**src/verilog/exec_pkg.sv**
```systemverilog
package exec_pkg;

  // ==========================================================================
  // Widths
  // ==========================================================================

  localparam int xlen           = 32;  // One data word
  localparam int reg_addr_width = 5;
  localparam int shamt_width    = 5;   // Low bits of operand two used as shift amount

  // ==========================================================================
  // Function codes
  // ==========================================================================

  typedef enum logic [3:0] {
    FN_ADD,
    FN_SUB,
    FN_SLT,
    FN_SLTU,
    FN_XOR,
    FN_OR,
    FN_AND,
    FN_SLL,
    FN_SRL,
    FN_SRA
  } alu_fn_t;

  typedef enum logic [2:0] {
    BR_EQ,
    BR_NE,
    BR_LT,
    BR_GE,   // Greater or equal, signed
    BR_LTU,
    BR_GEU   // Greater or equal, unsigned
  } br_fn_t;

  // Operand sources
  typedef enum logic {
    OP1_RS1,
    OP1_PC
  } op1_sel_t;

  typedef enum logic {
    OP2_RS2,
    OP2_IMM
  } op2_sel_t;

endpackage

```
**src/verilog/alu.sv**
```systemverilog
`timescale 1ns/1ps

module alu import exec_pkg::*; (
  input  logic             clock,
  input  logic             reset,
  input  alu_fn_t          fn,
  input  logic [xlen-1:0]  in1,
  input  logic [xlen-1:0]  in2,
  output logic [xlen-1:0]  out
);

  logic signed [xlen-1:0]        signed_in1;
  logic signed [xlen-1:0]        signed_in2;
  logic        [shamt_width-1:0] shamt;
  logic                          lt;
  logic                          ltu;
  logic        [xlen-1:0]        result;

  assign signed_in1 = in1;
  assign signed_in2 = in2;
  assign shamt      = in2[shamt_width-1:0];  // Upper bits of in2 ignored

  assign lt  = signed_in1 < signed_in2;
  assign ltu = in1 < in2;

  // ==========================================================================
  // Function select
  // ==========================================================================

  always_comb begin
    case (fn)
      FN_ADD:  result = in1 + in2;
      FN_SUB:  result = in1 - in2;
      FN_SLT:  result = {{(xlen-1){1'b0}}, lt};
      FN_SLTU: result = {{(xlen-1){1'b0}}, ltu};
      FN_XOR:  result = in1 ^ in2;
      FN_OR:   result = in1 | in2;
      FN_AND:  result = in1 & in2;
      FN_SLL:  result = in1 << shamt;
      FN_SRL:  result = in1 >> shamt;
      FN_SRA:  result = signed_in1 >>> shamt;  // Sign fill
      default: result = '0;
    endcase
  end

  // ==========================================================================
  // Output register
  // ==========================================================================

  always_ff @(posedge clock) begin
    if (reset) begin
      out <= '0;
    end else begin
      out <= result;
    end
  end

endmodule

```
**src/verilog/branch.sv**
```systemverilog
`timescale 1ns/1ps

module branch import exec_pkg::*; (
  input  logic             clock,
  input  logic             reset,
  input  br_fn_t           fn,
  input  logic [xlen-1:0]  in1,
  input  logic [xlen-1:0]  in2,
  output logic             out
);

  logic signed [xlen-1:0] signed_in1;
  logic signed [xlen-1:0] signed_in2;
  logic                   eq;
  logic                   lt;
  logic                   ltu;
  logic                   result;

  assign signed_in1 = in1;
  assign signed_in2 = in2;

  assign eq  = in1 == in2;
  assign lt  = signed_in1 < signed_in2;
  assign ltu = in1 < in2;

  // GE and GEU are the complements of LT and LTU, so equal operands take the branch
  always_comb begin
    case (fn)
      BR_EQ:   result = eq;
      BR_NE:   result = !eq;
      BR_LT:   result = lt;
      BR_GE:   result = !lt;
      BR_LTU:  result = ltu;
      BR_GEU:  result = !ltu;
      default: result = 1'b0;
    endcase
  end

  always_ff @(posedge clock) begin
    if (reset) begin
      out <= 1'b0;
    end else begin
      out <= result;
    end
  end

endmodule

```
**src/verilog/exec_unit.sv**
```systemverilog
`timescale 1ns/1ps

module exec_unit import exec_pkg::*; (
  input  logic                       clock,
  input  logic                       reset,

  // Micro-op, sampled when issue is high
  input  logic                       issue,
  input  logic                       is_branch,
  input  alu_fn_t                    alu_fn,
  input  br_fn_t                     br_fn,
  input  op1_sel_t                   op1_sel,
  input  op2_sel_t                   op2_sel,
  input  logic [xlen-1:0]            pc,
  input  logic [xlen-1:0]            rs1_data,
  input  logic [xlen-1:0]            rs2_data,
  input  logic [xlen-1:0]            imm,
  input  logic [reg_addr_width-1:0]  rd,

  // Results, one cycle after issue
  output logic                       wb_valid,
  output logic [reg_addr_width-1:0]  wb_rd,
  output logic [xlen-1:0]            wb_data,
  output logic                       br_valid,
  output logic                       br_taken,
  output logic [xlen-1:0]            br_target
);

  logic [xlen-1:0] op1;
  logic [xlen-1:0] op2;
  logic [xlen-1:0] alu_out;
  logic            taken;

  operand_mux u_operand_mux (
    .op1_sel  (op1_sel),
    .op2_sel  (op2_sel),
    .pc       (pc),
    .rs1_data (rs1_data),
    .rs2_data (rs2_data),
    .imm      (imm),
    .op1      (op1),
    .op2      (op2)
  );

  alu u_alu (
    .clock (clock),
    .reset (reset),
    .fn    (alu_fn),
    .in1   (op1),
    .in2   (op2),
    .out   (alu_out)
  );

  // Branches compare the raw register values, not the muxed operands
  branch u_branch (
    .clock (clock),
    .reset (reset),
    .fn    (br_fn),
    .in1   (rs1_data),
    .in2   (rs2_data),
    .out   (taken)
  );

  exec_writeback u_exec_writeback (
    .clock     (clock),
    .reset     (reset),
    .issue     (issue),
    .is_branch (is_branch),
    .rd        (rd),
    .pc        (pc),
    .imm       (imm),
    .alu_out   (alu_out),
    .taken     (taken),
    .wb_valid  (wb_valid),
    .wb_rd     (wb_rd),
    .wb_data   (wb_data),
    .br_valid  (br_valid),
    .br_taken  (br_taken),
    .br_target (br_target)
  );

endmodule

```
**src/verilog/exec_writeback.sv**
```systemverilog
`timescale 1ns/1ps

module exec_writeback import exec_pkg::*; (
  input  logic                       clock,
  input  logic                       reset,
  input  logic                       issue,
  input  logic                       is_branch,
  input  logic [reg_addr_width-1:0]  rd,
  input  logic [xlen-1:0]            pc,
  input  logic [xlen-1:0]            imm,
  input  logic [xlen-1:0]            alu_out,
  input  logic                       taken,
  output logic                       wb_valid,
  output logic [reg_addr_width-1:0]  wb_rd,
  output logic [xlen-1:0]            wb_data,
  output logic                       br_valid,
  output logic                       br_taken,
  output logic [xlen-1:0]            br_target
);

  logic                      issue_q;
  logic                      is_branch_q;
  logic [reg_addr_width-1:0] rd_q;
  logic [xlen-1:0]           target_q;

  // ==========================================================================
  // Metadata stage that lines up with the alu and branch registers
  // ==========================================================================

  always_ff @(posedge clock) begin
    if (reset) begin
      issue_q     <= 1'b0;
      is_branch_q <= 1'b0;
      rd_q        <= '0;
      target_q    <= '0;
    end else begin
      issue_q     <= issue;
      is_branch_q <= is_branch;
      rd_q        <= rd;
      target_q    <= pc + imm;  // Branch target
    end
  end

  // ==========================================================================
  // Output strobes
  // ==========================================================================

  // Writes to x0 are dropped here and nowhere else
  assign wb_valid  = issue_q && !is_branch_q && (rd_q != '0);
  assign wb_rd     = rd_q;
  assign wb_data   = alu_out;

  assign br_valid  = issue_q && is_branch_q;
  assign br_taken  = taken;
  assign br_target = target_q;

endmodule

```
**src/verilog/operand_mux.sv**
```systemverilog
`timescale 1ns/1ps

module operand_mux import exec_pkg::*; (
  input  op1_sel_t          op1_sel,
  input  op2_sel_t          op2_sel,
  input  logic [xlen-1:0]   pc,
  input  logic [xlen-1:0]   rs1_data,
  input  logic [xlen-1:0]   rs2_data,
  input  logic [xlen-1:0]   imm,
  output logic [xlen-1:0]   op1,
  output logic [xlen-1:0]   op2
);

  // Operand one comes from the register file or the PC
  // The PC form covers AUIPC-style adds
  always_comb begin
    case (op1_sel)
      OP1_RS1: op1 = rs1_data;
      OP1_PC:  op1 = pc;
      default: op1 = rs1_data;
    endcase
  end

  // Operand two is the second register or the immediate
  always_comb begin
    case (op2_sel)
      OP2_RS2: op2 = rs2_data;
      OP2_IMM: op2 = imm;
      default: op2 = rs2_data;
    endcase
  end

endmodule
```
**config.mk**
```make
export PLATFORM = sky130hd
export DESIGN_NAME = exec_unit
export DESIGN_NICKNAME = d
export VERILOG_FILES = /design/src/verilog/exec_pkg.sv /design/src/verilog/alu.sv /design/src/verilog/branch.sv /design/src/verilog/exec_unit.sv /design/src/verilog/exec_writeback.sv /design/src/verilog/operand_mux.sv
export SDC_FILE = /design/constraint.sdc
export NUM_CORES = 1
export LEC_CHECK = 0
export CELL_PAD_IN_SITES_DETAIL_PLACEMENT = 0
export CELL_PAD_IN_SITES_GLOBAL_PLACEMENT = 2
export CORE_MARGIN = 2
export CORE_UTILIZATION = 37
export DETAILED_ROUTE_END_ITERATION = 10
export DONT_BUFFER_PORTS = 1
export GPL_ROUTABILITY_DRIVEN = 1
export PLACE_DENSITY_LB_ADDON = 0.3
export SYNTH_ARGS = -nofsm -noshare
export SYNTH_HDL_FRONTEND = slang
export SYNTH_SLANG_ARGS = --single-unit
```
**constraint.sdc**
```tcl
create_clock -name clock -period 5.1 [get_ports clock]
set_input_delay 0.51 -clock clock [delete_from_list [all_inputs] [get_ports clock]]
set_output_delay 0.51 -clock clock [all_outputs]
set_load 0.02 [all_outputs]
```
==> results of run 1 <==
through the flow:
stage / std cells / area (um2) / hold slack, ns
finish: 2265 / 13600 / 0.195
global route: 2264 / 13600 / 0.186
CTS: 2264 / 13600 / 0.173
detailed placement: 2249 / 13300 / 0.583
global placement: 2249 / 13300 / 0.586
floorplan: 1865 / 12900 / 0.638
layout by cell type (no fill, tap or decap), drive strengths merged, types with 10 or more instances in the layout:
cell type,instances
or3,10
ha,162
buf,45
o21a,41
a21o,37
a221oi,39
a31oi,24
nand4,13
nor2,209
a221o,10
mux2i,104
and2,10
inv,140
a21oi,157
nor2b,16
nand2,199
nand3,37
xor2,15
xnor2,39
dfxtp,72
o211ai,34
nor3,30
clkbuf,10
o22ai,10
o31ai,19
a211oi,26
o21bai,10
o21ai,136
power groups by stage:
stage / Combinational [uW] / Sequential [uW] / Clock [uW]
final: 1770 / 715 / 662
after global routing: 1910 / 720 / 694
after CTS: 1730 / 717 / 678
after detailed placement: 1720 / 729 / 0
after global placement: 1720 / 731 / 0
after floorplan: 1220 / 714 / 0
worst paths after layout:
path	startpoint	to	slack [ns]	depth (start not counted)
worst max-delay path	op1_sel	u_alu.out[30]$_SDFF_PP0_	0.95	14
worst min-delay path	reset	u_exec_writeback.br_target[26]$_SDFF_PP0_	0.20	1
synthesized netlist by cell type (9+ instances only):
library cell | instances | area [um2]
o31ai_1 | 18 | 135
nor4_1 | 9 | 56.3
a221o_1 | 10 | 100
a211oi_1 | 23 | 173
o22ai_1 | 10 | 62.6
nor2b_1 | 16 | 100
and3_1 | 9 | 56.3
ha_1 | 162 | 2030
nor2_1 | 209 | 785
clkbuf_1 | 74 | 278
and2_1 | 10 | 62.6
a21oi_1 | 155 | 776
o21a_1 | 41 | 308
dfxtp_1 | 72 | 1440
a21o_1 | 37 | 278
inv_2 | 12 | 45.0
mux2i_1 | 102 | 1020
a31oi_1 | 24 | 150
nor3_1 | 30 | 150
o21bai_1 | 10 | 75.1
o211ai_1 | 34 | 255
nand2_1 | 199 | 747
nand3_1 | 37 | 185
o21ai_1 | 50 | 250
buf_1 | 21 | 78.8
inv_1 | 128 | 480
xnor2_1 | 39 | 342
o221ai_1 | 9 | 78.8
xor2_1 | 15 | 131
nand4_1 | 13 | 81.3
o21ai_0 | 86 | 430
or3_1 | 10 | 62.6
a221oi_1 | 38 | 333
buf_2 | 18 | 90.1
cell families after synthesis:
family / after synthesis
adders and majority gates: 165
AOI/OAI and AO/OA: 621
DFF: 72
and+or+nand+nor: 585
xor gates and xnor gates: 54
muxes: 110
buffers and inverters: 258
registers in the layout (all words and copies together), names as in the netlist:
register / cells
u_alu.out: 32
u_branch.out: 1
u_exec_writeback.br_target: 32
u_exec_writeback.is_branch_q: 1
u_exec_writeback.issue_q: 1
u_exec_writeback.wb_rd: 5
critical path, stage by stage:
cell and delay, ns:
mux2i_1 0.40, inv_1 0.15, ha_1 0.30, fa_1 0.51
a211oi_2 0.24, o21ai_1 0.18, o31ai_2 0.50, o21ai_1 0.18
a21o_1 0.23, a221o_1 0.32, a31oi_1 0.26, nor2_1 0.09
or3_1 0.35, a41oi_1 0.21
routing by layer:
layer / wire length [um] / GRT usage, % / up-vias
met4: 3330 / 17.4 / 2
li1: - / - / 6624
met5: 13 / 0 / -
met3: 4560 / 6.11 / 148
met2: 27800 / 53.8 / 613
met1: 26200 / 43.6 / 6781
layout make-up:
type / instances / area (um2)
Clock inverter: 5 / 58.8
Timing Repair Buffer: 45 / 338
Tap cell: 455 / 569
Inverter: 142 / 533
Antenna cell: 1 / 2.50
Fill cell: 3747 / 20800
Clock buffer: 10 / 229
Multi-Input combinational cell: 1535 / 10400
Sequential cell: 72 / 1440
==> flow_summary.json, run 1 <==
{
  "fmax_ghz": 0.241,
  "async_flop_share_pct": 0,
  "period_needed_ns": 4.15,
  "cts_root_buffer": "clkbuf_16",
  "die_w_um": 190,
  "h-tree-depth": 3,
  "layout.nets": 2116,
  "antenna_found_initial": 3,
  "synth-seq-cells": 72,
  "clkTransAtPathRegs_ns": 0.06,
  "core_area_um2": 34400,
  "cts_tree": "yes",
  "hpwl_um": 50000,
  "final.setup.tns_ns": 0,
  "die_y_um": 190,
  "total_power_uw": 3150,
  "cp_max_fo": 32,
  "drive_above_1_share_pct": 5.42,
  "finalCoreUtilization_pct": 39.6,
  "dr.pass1.iters": 6,
  "drc": 0,
  "combPwrFrac_pct": 56.2,
  "netlist_area_um2": 12900,
  "area_growth_pct": 5.82,
  "io_pins": 218,
  "dieArea_um2": 36300,
  "setup_ws_ns": 0.953,
  "status": "finished clean",
  "place_ws_ns": 0.648,
  "rsz0062_at_grt": "false",
  "wl_per_cell_um": 27.3,
  "relSlewSlack_pct": 28.7,
  "drt_iter0_drc": 1425,
  "hp-class": "in2reg",
  "ctsResizeCount": 0,
  "worst_pin_slew_ns": 1.07,
  "start_util_pct": 37.4,
  "clock_sinks": 72,
  "report.final.slew_viol_count": 0,
  "synth_ff_type": "dfxtp_1",
  "drtAntennaViolNets": 0,
  "period_share_pct": 81.3,
  "ys_seq_area_share_pct": 11.2,
  "grt_pass1_vias": 13500,
  "grt_max_degree": 66,
  "viasPerCell": 6.26,
  "cts_setup_buffers": 0,
  "place_congestion": 1.03,
  "synth_compound_area_share_pct": 31.9,
  "grt_usage_pct": 33.8,
  "p_switching_uw": 1540,
  "row_count": 68,
  "synth_top_family_by_area": "compound AO/OA/AOI/OAI gates",
  "syn-mean-instance-area_um2": 6.89,
  "arrival_ns": 4.45,
  "num_vias": 14200,
  "clockBufferDepth": 2,
  "cell_internal_pwr_uw": 1610,
  "synth_xor_area_share_pct": 3.68,
  "swShare_pct": 49.0,
  "clkPwrFrac_pct": 21.0,
  "ys_warn_count": 0,
  "synth_mux_area_share_pct": 8.77,
  "grt_pass1_wl_um": 90500,
  "portBuffers": 0,
  "ir_worst_vdd_v": 0.000187,
  "cts_hold_buf": 0,
  "gr-total-overflow": 0,
  "syn-num-nets": 2176,
  "hold_violations": 0,
  "critPathLaunchType": "input port",
  "seq_power_share_pct": 22.7,
  "power_density_nw_per_um2": 231,
  "path_class": "in2reg",
  "setup_viol": 0,
  "required_ns": 5.40,
  "synth_fa_ha_area_share_pct": 16.2,
  "drt-total-wl_um": 61900,
  "synth-edff-count": 0,
  "synth_cell_types": 84,
  "syn_inst": 1865,
  "critPathCaptureType": "flip-flop",
  "cts-buffers-inserted": 9,
  "power_leakage_uw": 0.00607,
  "cap_violations": 0,
  "synthSimpleGateAreaFrac_pct": 20.3
}
(Power assumes the default switching activity.)
==> run 2, diff against run 1 <==
==> constraint.sdc (replaced) <==
create_clock -name clock -period 4 [get_ports clock]
set_input_delay 0.4 -clock clock [delete_from_list [all_inputs] [get_ports clock]]
set_output_delay 0.4 -clock clock [all_outputs]
set_load 0.02 [all_outputs]
==> flow_summary.json, run 2 (synthesis results as in run 1) <==
{
  "clockBufferDepth": 2,
  "fill_cells": 3745,
  "min-delay-start": "reset",
  "grt_max_degree": 66,
  "hp-class": "in2reg",
  "wl_met1_um": 26600,
  "ctsResizeCount": 0,
  "num_vias": 14500,
  "hold_violations": 0,
  "row_count": 68,
  "final_cells": 2320,
  "drt-total-wl_um": 62800,
  "power_density_nw_per_um2": 300,
  "fmax_ghz": 0.279,
  "hpwl_um": 50800,
  "viasPerCell": 6.25,
  "grt_pass1_vias": 14000,
  "grt_pass1_wl_um": 92200,
  "gr-total-overflow": 0,
  "clkPwrFrac_pct": 22.9,
  "io_pins": 218,
  "finalCoreUtilization_pct": 40.9,
  "cts_setup_buffers": 0,
  "mostFrequentLayoutCell": "nor2_1",
  "highest_layer": "met5",
  "cts_root_buffer": "clkbuf_16",
  "wl_met3_um": 4570,
  "drive_above_1_share_pct": 8.20,
  "p_switching_uw": 1980,
  "cts-buffers-inserted": 9,
  "diodes": 0,
  "cts_hold_buf": 0,
  "clkTransAtPathRegs_ns": 0.06,
  "layout.area.seq_um2": 1440,
  "grt_usage_pct": 34.4,
  "cell_internal_pwr_uw": 2250,
  "portBuffers": 0,
  "swShare_pct": 46.8,
  "relSlewSlack_pct": 26.0,
  "critPathCaptureType": "flip-flop",
  "dieArea_um2": 36300,
  "start_util_pct": 37.4,
  "multi_input_area_um2": 10400,
  "rsz0062_at_grt": "false",
  "status": "finished clean",
  "final.setup.tns_ns": 0,
  "drc": 0,
  "layout.nets": 2171,
  "setup_viol": 0,
  "core_area_um2": 34400,
  "wl_per_cell_um": 27.1,
  "required_ns": 4.30,
  "cap_violations": 0,
  "worst_pin_slew_ns": 1.11,
  "drt_iter0_drc": 1518,
  "clock_sinks": 72,
  "ir_worst_vdd_v": 0.000225,
  "place_congestion": 0.987,
  "area_growth_pct": 9.49,
  "layout_common_cells": "208 x nor2_1, 199 x nand2_1, 162 x ha_1",
  "cp_max_fo": 32,
  "total_power_uw": 4220,
  "die_y_um": 190,
  "arrival_ns": 3.89,
  "dr.pass1.iters": 6,
  "path_class": "in2reg",
  "cts_tree": "yes",
  "critPathLaunchType": "input port",
  "die_w_um": 190,
  "place_inst": 2304,
  "power_leakage_uw": 0.00637,
  "period_share_pct": 89.8,
  "h-tree-depth": 3,
  "whs_path_depth": 1,
  "combPwrFrac_pct": 55.6,
  "drtAntennaViolNets": 0,
  "report.final.slew_viol_count": 0,
  "critPathLaunch": "op1_sel",
  "dr_wl_met2_um": 28100,
  "seq_power_share_pct": 21.5,
  "period_needed_ns": 3.59,
  "antenna_found_initial": 1
}
==> run 2: cell types whose count changed in the layout (fill, tap and decap cells not counted) <==
cell / before / now
buf_4: 45 / 99
bufinv_16: 1 / 3
clkinvlp_4: 2 / 0
buf_12: 0 / 1
clkbuf_1: 1 / 2
clkinv_4: 1 / 0
diode_2: 1 / 0
inv_6: 0 / 1
==> run 2: power by group through the flow <==
stage                     Sequential (uW)  Combinational (uW)  Clock [uW]
after detailed placement              926                2280           0
final                                 909                2350         968
after global placement                927                2290           0
after global routing                  914                2530        1010
after floorplan                       911                1560           0
after CTS                             911                2290         984
==> run 2: final cells by class <==
cell class              instances  area share [%]
clock inverters                 5           0.738
clock buffers                  11            1.65
flip-flops and latches         72            10.2
inverters                     142            3.79
well taps                     455            4.04
multi-input cells            1535            74.1
repair buffers                100            5.42
==> run 2: critical path, stage by stage <==
cell	delay [ns]
mux2i_1	0.18
buf_4	0.14
ha_1	0.28
inv_1	0.10
fa_1	0.45
nor2b_1	0.15
o21a_1	0.20
a211oi_2	0.29
a211o_1	0.26
a21oi_1	0.14
a41o_1	0.30
a211o_1	0.32
a311oi_1	0.40
o211ai_1	0.12
a21oi_1	0.14
==> run 2: worst paths after layout <==
check | end | slack, ns
setup / recovery | u_alu.out[0]$_SDFF_PP0_ | 0.41
hold / removal | u_exec_writeback.br_target[1]$_SDFF_PP0_ | 0.09
==> run 2: metal layers <==
layer	GRT usage, %	vias up
li1	-	6749
met4	17.1	2
met2	55.1	697
met5	0	-
met3	6.31	138
met1	44.1	6922
==> run 2: stage by stage <==
stage                     area [um2]  hold slack, ns  worst slack [ns]
final                          14100          0.0903             0.409
after global routing           14100          0.0799             0.277
after CTS                      14100          0.0751             0.468
after detailed placement       13700           0.475            0.0878
after global placement         13700           0.476             0.143
after floorplan                12900           0.528           -0.0454
==> run 3, diff against run 2 <==
--- a/config.mk
+++ b/config.mk
@@ -5,14 +5,15 @@
 export SDC_FILE = /design/constraint.sdc
 export NUM_CORES = 1
 export LEC_CHECK = 0
+export ABC_AREA = 1
 export CELL_PAD_IN_SITES_DETAIL_PLACEMENT = 0
 export CELL_PAD_IN_SITES_GLOBAL_PLACEMENT = 2
 export CORE_MARGIN = 2
-export CORE_UTILIZATION = 37
+export CORE_UTILIZATION = 33
 export DETAILED_ROUTE_END_ITERATION = 10
 export DONT_BUFFER_PORTS = 1
 export GPL_ROUTABILITY_DRIVEN = 1
-export PLACE_DENSITY_LB_ADDON = 0.3
+export PLACE_DENSITY_LB_ADDON = 0.1
 export SYNTH_ARGS = -nofsm -noshare
 export SYNTH_HDL_FRONTEND = slang
 export SYNTH_SLANG_ARGS = --single-unit
==> flow_summary.json, run 3 <==
{
  "wl_met1_um": 37000,
  "synth_cell_types": 56,
  "cts_hold_buf": 0,
  "grt_pass1_wl_um": 131000,
  "path_cells": "inv_4 -> nand2_1 -> nand2_1 -> inv_1 -> ha_1 -> nand2_1 -> inv_1 -> nand2_1 -> nor3_1 -> nand2_1 -> nand3_1 -> nand4_1 -> nand3_1 -> nand3_1 -> nand2_1 -> nor2_1 -> nor2_1",
  "layout.nets": 3086,
  "netlist_area_um2": 15000,
  "ys_top_cells_by_area": "nand2_1 21%, ha_1 13%, nand3_1 13%",
  "final.setup.tns_ns": 0,
  "num_vias": 19600,
  "portBuffers": 0,
  "async_flop_share_pct": 0,
  "wl_per_cell_um": 27.3,
  "diodes": 0,
  "hpwl_um": 75900,
  "fin_area_um2": 16100,
  "ctsResizeCount": 0,
  "place_ws_ns": 0.156,
  "grt_pass1_vias": 18800,
  "area_growth_pct": 6.88,
  "relSlewSlack_pct": 28.0,
  "synth_top_area_cell": "nand2_1",
  "cts_tree": "yes",
  "rsz0062_at_grt": "false",
  "slowest_stage": "ha_1",
  "syn_inst": 2803,
  "slowest_delay_ns": 0.63,
  "arrival_ns": 3.90,
  "synth_top_area_share_pct": 21.3,
  "ys_warn_count": 0,
  "clkTransAtPathRegs_ns": 0.09,
  "wl_met3_um": 8130,
  "synth_ff_type": "dfxtp_1",
  "cpMostUsedCell": "nand2_1",
  "synthTopCellsByCount": "852 x nand2_1, 381 x nand3_1, 345 x inv_1, 255 x nor2_1, 204 x a21oi_1",
  "place_congestion": 1.05,
  "report.final.slew_viol_count": 0,
  "drt-total-wl_um": 92400,
  "viasPerCell": 5.79,
  "drc": 0,
  "cp_max_fo": 35,
  "period_share_pct": 89.3,
  "grt_max_degree": 67,
  "syn-mean-instance-area_um2": 5.37,
  "highest_layer": "met4",
  "ir_worst_vdd_v": 0.000288,
  "clockBufferDepth": 2,
  "drive_above_1_share_pct": 5.14,
  "cts-buffers-inserted": 9,
  "die_y_um": 217,
  "start_util_pct": 33.3,
  "crit_family": "simple AND/OR/NAND/NOR gates",
  "hp-class": "in2reg",
  "critPathCaptureType": "flip-flop",
  "place_area_um2": 15700,
  "worst-path-buf-inv": 3,
  "drt_iter0_drc": 1882,
  "dieArea_um2": 47300,
  "antenna_found_initial": 2,
  "critPathLaunchType": "input port",
  "cap_violations": 0,
  "io_pins": 218,
  "syn-num-nets": 3114,
  "layout_common_cells": "851 x nand2_1, 381 x nand3_1, 344 x inv_1",
  "gr-total-overflow": 0,
  "yosysMostFrequentCell": "nand2_1",
  "setup_ws_ns": 0.428,
  "mostFrequentLayoutCell": "nand2_1",
  "h-tree-depth": 3,
  "clock_sinks": 72,
  "fmax_ghz": 0.280,
  "required_ns": 4.33,
  "path_class": "in2reg",
  "synth-edff-count": 0,
  "core_area_um2": 45200,
  "period_needed_ns": 3.57,
  "grt_usage_pct": 38.5,
  "die_w_um": 217,
  "hold_violations": 0,
  "power_density_nw_per_um2": 290,
  "status": "finished clean",
  "setup_viol": 0,
  "row_count": 78,
  "dr.pass1.iters": 6,
  "cts_root_buffer": "clkbuf_16",
  "drtAntennaViolNets": 0,
  "synth-seq-cells": 72,
  "power_leakage_uw": 0.00842,
  "cts_setup_buffers": 0,
  "dr_wl_met2_um": 42200,
  "ys_seq_area_share_pct": 9.58,
  "worst_pin_slew_ns": 1.08
}
-- run 3: changes by cell type in the layout (fill, tap and decap cells not counted), sizes merged, moves of 38 or more --
cell	before	now
mux2i	104	0
nand2	199	856
nor2	209	261
nand3	37	382
inv	141	358
xnor2	39	1
a21oi	157	205
-- run 3: layout make-up --
cell class / instances / area, um2
well taps: 600 / 751
multi-input cells: 2272 / 11700
clock inverters: 7 / 101
fillers: 5306 / 29100
clock buffers: 9 / 225
inverters: 357 / 1350
flip-flops and latches: 72 / 1440
repair buffers: 63 / 485
-- run 3: cell families (layout without fill, tap and decap cells) --
kind of cell    after synthesis  count (layout)  synth area share (%)
simple gates               1629            1629                  46.1
compound gates              471             471                  17.4
buf+inv                     459             436                  12.6
fa+ha+maj                   165             165                  13.9
flops                        72              72                  9.58
xor+xnor                      7               7                 0.408
-- run 3: report_power, final --
part | internal (uW) | switching [uW]
sequential | 789 | 135
combinational | 732 | 1960
clock | 555 | 489
total | 2080 | 2580
-- run 3: path summary, 6_finish.rpt --
kind	start	endpoint	cells after the start
worst max-delay path	op1_sel	u_alu.out[30]$_SDFF_PP0_	17
worst min-delay path	reset	u_alu.out[1]$_SDFF_PP0_	1
-- run 3: through the flow --
| step | hold WS [ns] | cells | power, uW | utilization [%] |
|---|---|---|---|---|
| after global routing | 0.0470 | 3380 | 4890 | 35.6 |
| after CTS | 0.0436 | 3380 | 4560 | 35.6 |
| after detailed placement | 0.481 | 3364 | 3530 | 34.9 |
| after global placement | 0.477 | 3364 | 3550 | 34.9 |
| final | 0.0532 | 3380 | 4660 | 35.6 |
| after floorplan | 0.507 | 2803 | 2580 | - |
-- run 3: per-layer routing --
| layer | global-route usage, % | vias up |
|---|---|---|
| met5 | 0 | - |
| li1 | - | 9146 |
| met4 | 19.2 | 0 |
| met2 | 63.6 | 985 |
| met1 | 46.5 | 9249 |
| met3 | 9.19 | 189 |
